### src/include/soc_settings.svh
`ifndef SOC_SETTINGS_SVH
`define SOC_SETTINGS_SVH

// Bus widths
`define SOC_ADDR_W 32
`define SOC_DATA_W 32
`define SOC_STRB_W (`SOC_DATA_W / 8)

// SRAM depth in words
`define SOC_SRAM_WORDS 1024

`define SOC_GPIO_OUTPUTS 4

// Values of address bits 31:28 for each device
`define SOC_SRAM_REGION 4'h0
`define SOC_PLATFORM_REGION 4'h2

`endif

### src/design/soc_pkg.sv
`include "soc_settings.svh"

package soc_pkg;

    // Request channel payload
    typedef struct packed {
        logic [`SOC_ADDR_W-1:0] addr;
        logic                   write;
        logic [`SOC_DATA_W-1:0] wdata;
        logic [`SOC_STRB_W-1:0] strb;
    } bus_req_t;

    // Response channel payload, err marks a decode or offset miss
    typedef struct packed {
        logic [`SOC_DATA_W-1:0] rdata;
        logic                   err;
    } bus_rsp_t;

    // Device chosen by the address decode
    typedef enum logic [1:0] {
        DEV_NONE,
        DEV_SRAM,
        DEV_PLATFORM
    } dev_sel_t;

endpackage

### src/design/bus_arbiter.sv
`timescale 1ns/1ps
`include "soc_settings.svh"

module bus_arbiter (
    input  logic              clk,
    input  logic              rst_n,

    // Instruction fetch master
    input  soc_pkg::bus_req_t fetch_req,
    input  logic              fetch_req_valid,
    output logic              fetch_req_ready,
    output soc_pkg::bus_rsp_t fetch_rsp,
    output logic              fetch_rsp_valid,
    input  logic              fetch_rsp_ready,

    // Data master
    input  soc_pkg::bus_req_t data_req,
    input  logic              data_req_valid,
    output logic              data_req_ready,
    output soc_pkg::bus_rsp_t data_rsp,
    output logic              data_rsp_valid,
    input  logic              data_rsp_ready,

    // Devices
    output soc_pkg::bus_req_t dev_req,
    output logic              sram_sel,
    output logic              platform_sel,
    input  soc_pkg::bus_rsp_t sram_rsp,
    input  logic              sram_rsp_valid,
    input  soc_pkg::bus_rsp_t platform_rsp,
    input  logic              platform_rsp_valid
);
    import soc_pkg::*;

    typedef enum logic [1:0] {
        ARB_IDLE,
        ARB_WAIT,
        ARB_HOLD
    } arb_state_t;

    arb_state_t state;
    // Master of the current or most recent transaction, 1 for data
    logic       grant_data;
    logic       pick_data;
    logic       start;
    logic       dev_done;
    logic       rsp_taken;
    dev_sel_t   dev_sel;
    dev_sel_t   dev_sel_q;
    bus_rsp_t   rsp_q;

    function automatic dev_sel_t decode(input logic [`SOC_ADDR_W-1:0] addr);
        case (addr[`SOC_ADDR_W-1 -: 4])
            `SOC_SRAM_REGION:     decode = DEV_SRAM;
            `SOC_PLATFORM_REGION: decode = DEV_PLATFORM;
            default:              decode = DEV_NONE;
        endcase
    endfunction

    // Round robin, the master not served last wins a tie
    assign pick_data = data_req_valid && (!fetch_req_valid || !grant_data);
    assign start     = (state == ARB_IDLE) && (fetch_req_valid || data_req_valid);

    assign dev_req = pick_data ? data_req : fetch_req;
    assign dev_sel = decode(dev_req.addr);

    assign fetch_req_ready = (state == ARB_IDLE) && fetch_req_valid && !pick_data;
    assign data_req_ready  = (state == ARB_IDLE) && pick_data;

    assign sram_sel     = start && (dev_sel == DEV_SRAM);
    assign platform_sel = start && (dev_sel == DEV_PLATFORM);

    always_comb begin
        case (dev_sel_q)
            DEV_SRAM:     dev_done = sram_rsp_valid;
            DEV_PLATFORM: dev_done = platform_rsp_valid;
            default:      dev_done = 1'b1;
        endcase
    end

    assign rsp_taken = grant_data ? data_rsp_ready : fetch_rsp_ready;

    always_ff @(posedge clk) begin
        if (!rst_n) begin
            state      <= ARB_IDLE;
            grant_data <= 1'b1;
        end else begin
            case (state)
                ARB_IDLE: begin
                    if (start) begin
                        state      <= ARB_WAIT;
                        grant_data <= pick_data;
                    end
                end
                ARB_WAIT: begin
                    if (dev_done) begin
                        state <= ARB_HOLD;
                    end
                end
                ARB_HOLD: begin
                    if (rsp_taken) begin
                        state <= ARB_IDLE;
                    end
                end
                default: state <= ARB_IDLE;
            endcase
        end
    end

    always_ff @(posedge clk) begin
        if (start) begin
            dev_sel_q <= dev_sel;
        end
        if (state == ARB_WAIT && dev_done) begin
            case (dev_sel_q)
                DEV_SRAM:     rsp_q <= sram_rsp;
                DEV_PLATFORM: rsp_q <= platform_rsp;
                // Unmapped region
                default:      rsp_q <= '{rdata: '0, err: 1'b1};
            endcase
        end
    end

    assign fetch_rsp       = rsp_q;
    assign data_rsp        = rsp_q;
    assign fetch_rsp_valid = (state == ARB_HOLD) && !grant_data;
    assign data_rsp_valid  = (state == ARB_HOLD) && grant_data;

endmodule

### config.mk
export PLATFORM = sky130hd
export DESIGN_NAME = bus_arbiter
export DESIGN_NICKNAME = d
export VERILOG_FILES = /design/src/design/soc_pkg.sv /design/src/design/bus_arbiter.sv
export VERILOG_INCLUDE_DIRS = /design/src /design/src/include
export SDC_FILE = /design/constraint.sdc
export NUM_CORES = 1
export LEC_CHECK = 0
export BUFFER_PORTS_ARGS = -buffer_cell sky130_fd_sc_hd__buf_4
export CAP_MARGIN = 20
export CORE_AREA = 2 2 139 141
export DETAILED_ROUTE_END_ITERATION = 12
export DIE_AREA = 0 0 141 143
export PLACE_DENSITY_LB_ADDON = 0.25
export SYNTH_ARGS = -nofsm -noshare
export SYNTH_HDL_FRONTEND = slang
export SYNTH_SLANG_ARGS = --single-unit
### constraint.sdc
create_clock -name clk -period 9 [get_ports clk]
set_input_delay 0.9 -clock clk [delete_from_list [all_inputs] [get_ports clk]]
set_output_delay 0.9 -clock clk [all_outputs]
set_load 0.01 [all_outputs]
### Word-level counts from Yosys, hierarchy flattened

Cells that the tools add are included.

* word-level logic and storage cells: 43
* bits in latches: 0
* ROM bits: 0
* bits in registers: 38
* input bits: 212
* memories: 0
* bits in writable memories: 0

* div/mod/pow operators: 0
* multiplexer cells: 9
* multiply operators: 0
* $add $sub $neg: 0
* reduce and logical (&&, ||, !) cells: 19
* $lt $le $gt $ge: 0
* bitwise logic cells: 0
* equal/unequal tests: 10
* shift-type cells: 0

Operators by type and width (count)
* 69-bit 2-to-1 mux: 1
* 33-bit case mux with 2 select lines: 1
* 1-bit logical AND: 10
* 2-bit by 1-bit equality test with 1-bit output, second input constant: 3
* 2-bit equality test, second input constant: 3
* 2-bit 2-to-1 mux: 3
* 2-bit != test, second input constant: 3
* 2-bit case mux with 3 select lines: 1
* 4-bit by 2-bit equality test with 1-bit output, second input constant: 1
* 4-bit logical NOT: 1
* 2-bit case mux with 2 select lines: 1
* 1-bit logical NOT: 3
* 3-bit AND reduction: 1
* 2-bit logical NOT: 1
* 1-bit logical OR: 2
* 1-bit case mux with 2 select lines: 1
* 2-bit AND reduction: 1
* 1-bit 2-to-1 mux: 1

### Logic depth before layout (Yosys ltp)

* word-level depth: 8
* mapped depth: 6
* depth with buffers taken out: 5

### Least setup slack after synthesis

No wires, ideal clock.

* path type: input to register
* start point: input port sram_rsp_valid
* end point: register rsp_q, in the netlist data_rsp[0], enable pin
* stages on the path: 3
* data required time: 8577 ps
* setup slack: 6067 ps
* arrival time: 2510 ps
* library setup time: 423 ps
* cell sequence: a221o_1 -> nand2_1 -> nor2_1

* longest elaborated chain between the ends: 2

RTL lines
* from (decl): RTL line bus_arbiter.sv:29 `input logic sram_rsp_valid,`
* 1-bit case mux with 2 select lines: RTL line bus_arbiter.sv:74 `case (dev_sel_q)`
* 1-bit logical AND: RTL line bus_arbiter.sv:114 `if (state == ARB_WAIT && dev_done) begin`
* to (signal assigned): RTL line bus_arbiter.sv:116 `DEV_SRAM: rsp_q <= sram_rsp;`
* to (signal assigned): RTL line bus_arbiter.sv:117 `DEV_PLATFORM: rsp_q <= platform_rsp;`
* to (signal assigned): RTL line bus_arbiter.sv:119 `default: rsp_q <= '{rdata: '0, err: 1'b1};`
* to (decl): RTL line bus_arbiter.sv:50 `bus_rsp_t rsp_q;`

Every way passes these cells.
A chain may end at the register's enable or synchronous reset.

### Worst setup path in the final report

* start point: input port fetch_req_valid
* end point: output port sram_sel

* longest elaborated chain between the ends: 8
* elaborated cells on any way between the ends: 11
* classes of those cells: 2 x eq/ne; 2 x mux; 7 x reduce/logical

RTL lines
* from (decl): RTL line bus_arbiter.sv:10 `input logic fetch_req_valid,`
* 1-bit logical NOT *: RTL line bus_arbiter.sv:61 `assign pick_data = data_req_valid && (!fetch_req_valid || !grant_data);`
* 1-bit logical OR *: RTL line bus_arbiter.sv:61
* 1-bit logical AND *: RTL line bus_arbiter.sv:61
* 69-bit 2-to-1 mux *: RTL line bus_arbiter.sv:64 `assign dev_req = pick_data ? data_req : fetch_req;`
* 4-bit by 2-bit equality test with 1-bit output or 4-bit logical NOT (tied branches): RTL line bus_arbiter.sv:53 `` case (addr[`SOC_ADDR_W-1 -: 4]) ``
* 2-bit case mux with 2 select lines *: RTL line bus_arbiter.sv:53
* named net dev_sel[0]: RTL line bus_arbiter.sv:48 `dev_sel_t dev_sel;`
* 2-bit by 1-bit equality test with 1-bit output *: RTL line bus_arbiter.sv:70 `assign sram_sel = start && (dev_sel == DEV_SRAM);`
* 1-bit logical AND *: RTL line bus_arbiter.sv:70
* to (decl): RTL line bus_arbiter.sv:26 `output logic sram_sel,`

The timed path passes the listed nets; every way through them passes the cells marked *.

==> flow_summary.json <==
{
  "run_status": "finished, final reports clean",
  "die_height_um": 143,
  "clock_path_buffers": 2,
  "postSynthNetCount": 474,
  "design.die.area_mm2": 0.02016,
  "timing.critical_path.required_ns": 8.10,
  "met3RoutedLength_mm": 1.191,
  "crit_path_start": "fetch_req_valid",
  "multi_input_comb_area_mm2": 0.001652,
  "cts_htree_levels": 2,
  "timing.max_cap.violations": 0,
  "totalNegativeSetupSlack_ns": 0,
  "finalHoldWorstSlack_ns": 0.5655,
  "crit_arrival_ns": 3.12,
  "cts_root_buf": "clkbuf_16",
  "cells_after_synth": 260,
  "power-per-cell-area_mw_per_mm2": 147.5,
  "final_cell_area_mm2": 0.005918,
  "first_pass_grt_wire_length_mm": 20.47,
  "worstHoldPathType": "reg -> reg",
  "worst_ir_drop_vdd_v": 0.00006505,
  "detail_route.wirelength_mm": 15.41,
  "clkLatencyLatePin_ns": 0.28,
  "cts_sinks": 38,
  "detailedRoute.firstIterationViolations": 70,
  "finClkSkew_ns": 0.003487,
  "vias_per_cell": 4.065,
  "endpoint_kind": "output pin",
  "period_share_pct": 44.72,
  "cts_tree": "done",
  "worst_hold_startpoint": "state[0]",
  "switching_share_pct": 31.70,
  "place_hpwl_mm": 13.24,
  "core_area_mm2": 0.01858,
  "cts-buffers-inserted": 5,
  "most_used_dff_post_synth": "edfxtp_1",
  "synthesis.area_mm2": 0.003212,
  "synth_enable_flop_cells": 35,
  "global_route.overflow_total": 0,
  "worstReg2RegStart": "dev_sel_q[0]",
  "slew_violations": 0,
  "final_period_minus_worst_setup_slack_ns": 4.025,
  "cellInternalPower_mw": 0.5964,
  "area.sequential_mm2": 0.001111,
  "sort_of_element_at_the_start_of_the_critical_path": "input port",
  "track_usage_pct": 13.91,
  "drive_gt1_share_pct": 77.19,
  "p_clk_share_pct": 22.4,
  "route.vias.total": 3301,
  "maxClockFrequency_mhz": 248.4,
  "boundaryPins": 353,
  "worst_pin_slew_ns": 1.102,
  "grt_start_max_net_pins": 64,
  "synth_cell_type_count": 29,
  "num-nets-final": 784,
  "sequential_fraction_of_the_synthesis_area_pct": 34.59,
  "drc": 0,
  "postCtsHoldBufs": 0,
  "power_frac_seq_pct": 29.9,
  "ys_seq_elements": 38,
  "synth_area_per_cell_um2": 12.35,
  "io_buffer_count": 352,
  "setup_viol": 0,
  "row_count": 50,
  "path_class": "in -> out",
  "detail_route.wl_per_cell_um": 18.98,
  "top_layer": "met4",
  "first_global_vias": 3378,
  "die-width_um": 141,
  "relSlewSlack_pct": 26.56,
  "start_util_pct": 17.29,
  "wl_met1_mm": 5.163,
  "drt_pre_antenna_iters": 4,
  "cts.clk_slew.worst_paths_ns": 0.05,
  "total_switching_power_mw": 0.2768,
  "combPwrFrac_pct": 47.7,
  "nFillCells": 1937,
  "cts.repair.resized": 0,
  "final_hold_viol_count": 0,
  "flow.area_growth_from_synthesis_pct": 84.26,
  "grt_antenna_before_repair": 8,
  "placed_cell_area_mm2": 0.005739,
  "synth_warnings": 0,
  "met2_wirelength_mm": 8.628,
  "gp_routability_congestion": 0.8920,
  "power_leakage_nw": 2.919,
  "grt_setup_unrepaired": "false",
  "cts_setup_buffers": 0,
  "synth_async_sr_flop_share_pct": 0,
  "critical_path.max_fanout": 63,
  "antenna_left": 0
}
## worst paths after layout
kind | slack, ns | endpoint | cells after the start
setup / recovery | 4.98 | sram_sel | 6
hold / removal | 0.57 | state[1] | 2
setup reg to reg | 6.45 | data_rsp[1] | 6
hold reg to reg | 0.57 | state[1] | 2
## flip-flops by register name (all words and copies together), names as in the netlist
signal / cells
grant_data: 1
dev_sel_q: 2
state: 2
data_rsp: 33
## power groups by stage
stage	Clock, mW	Combinational, mW	Sequential [mW]
finish	0.196	0.416	0.261
global route	0.206	0.446	0.265
CTS	0.202	0.425	0.262
detailed placement	0	0.425	0.264
global placement	0	0.421	0.264
floorplan	0	0.222	0.270
## logic make-up (layout without fill, tap and decap cells)
| logic type | count (synthesis) | count (layout) | synth area share [%] |
|---|---|---|---|
| AO/OA/AOI/OAI | 39 | 39 | 9.194 |
| AND/OR/NAND/NOR | 54 | 54 | 8.415 |
| adder cells (fa/ha/maj) | 2 | 2 | 0.7790 |
| other | 0 | 8 | 0 |
| buffers and inverters | 56 | 366 | 14.45 |
| flip-flops | 38 | 38 | 34.59 |
| multiplexers | 71 | 71 | 32.57 |
## synth_stat cells (2+ instances only)
cell type | instances | share of area (%)
inv_1 | 3 | 0.35
mux2_2 | 4 | 1.4
buf_4 | 33 | 7.7
nor2_1 | 35 | 4.1
dfxtp_1 | 3 | 1.9
o21ai_0 | 2 | 0.31
a221o_1 | 2 | 0.62
clkbuf_1 | 12 | 1.4
a22oi_1 | 32 | 7.5
edfxtp_1 | 35 | 33
nor4_1 | 2 | 0.39
ha_1 | 2 | 0.78
nand4b_1 | 2 | 0.55
nand2_1 | 4 | 0.47
nor3_1 | 3 | 0.47
buf_12 | 8 | 5.0
mux2_4 | 66 | 31
## cells in the final DEF (no fill, tap or decap), drive strengths merged, types with 2 or more instances in the layout
| master | count |
|---|---|
| a21oi | 2 |
| nand4b | 2 |
| o21ai | 2 |
| ha | 2 |
| edfxtp | 35 |
| diode | 8 |
| nor4 | 2 |
| buf | 356 |
| a221o | 2 |
| mux2 | 70 |
| inv | 3 |
| dfxtp | 3 |
| nor3 | 3 |
| clkbuf | 5 |
| nand2 | 4 |
| a22oi | 32 |
| nor2 | 35 |
## area by class of cell
type                    count  share of cell area (%)
clock buffers               5                   2.114
inverters                   3                  0.1903
well taps                 234                   4.947
diodes                      8                  0.3383
clock inverters             2                  0.5708
repair buffers            356                   45.16
multi-input cells         166                   27.91
flip-flops and latches     38                   18.77
## metrics by stage
step	std cells	util (%)	power, mW	worst slack, ns
floorplan	260	-	0.4920	6.067
global placement	797	30.89	0.6846	4.998
detailed placement	797	30.89	0.6889	4.950
CTS	804	31.74	0.8894	4.941
global route	811	31.84	0.9176	4.846
finish	812	31.85	0.8732	4.975
## layer usage
metal / up-vias / global-route usage (%)
met5: - / 0
met3: 13 / 3.488
li1: 1558 / -
met4: 0 / 6.789
met1: 1542 / 13.56
met2: 188 / 27.24
## critical path: stages
cell	delay (ns)
buf_4	0.14
a21boi_4	0.43
buf_4	0.91
mux2_2	0.44
nor2b_1	0.13
buf_4	0.16
(Power assumes the default switching activity.)
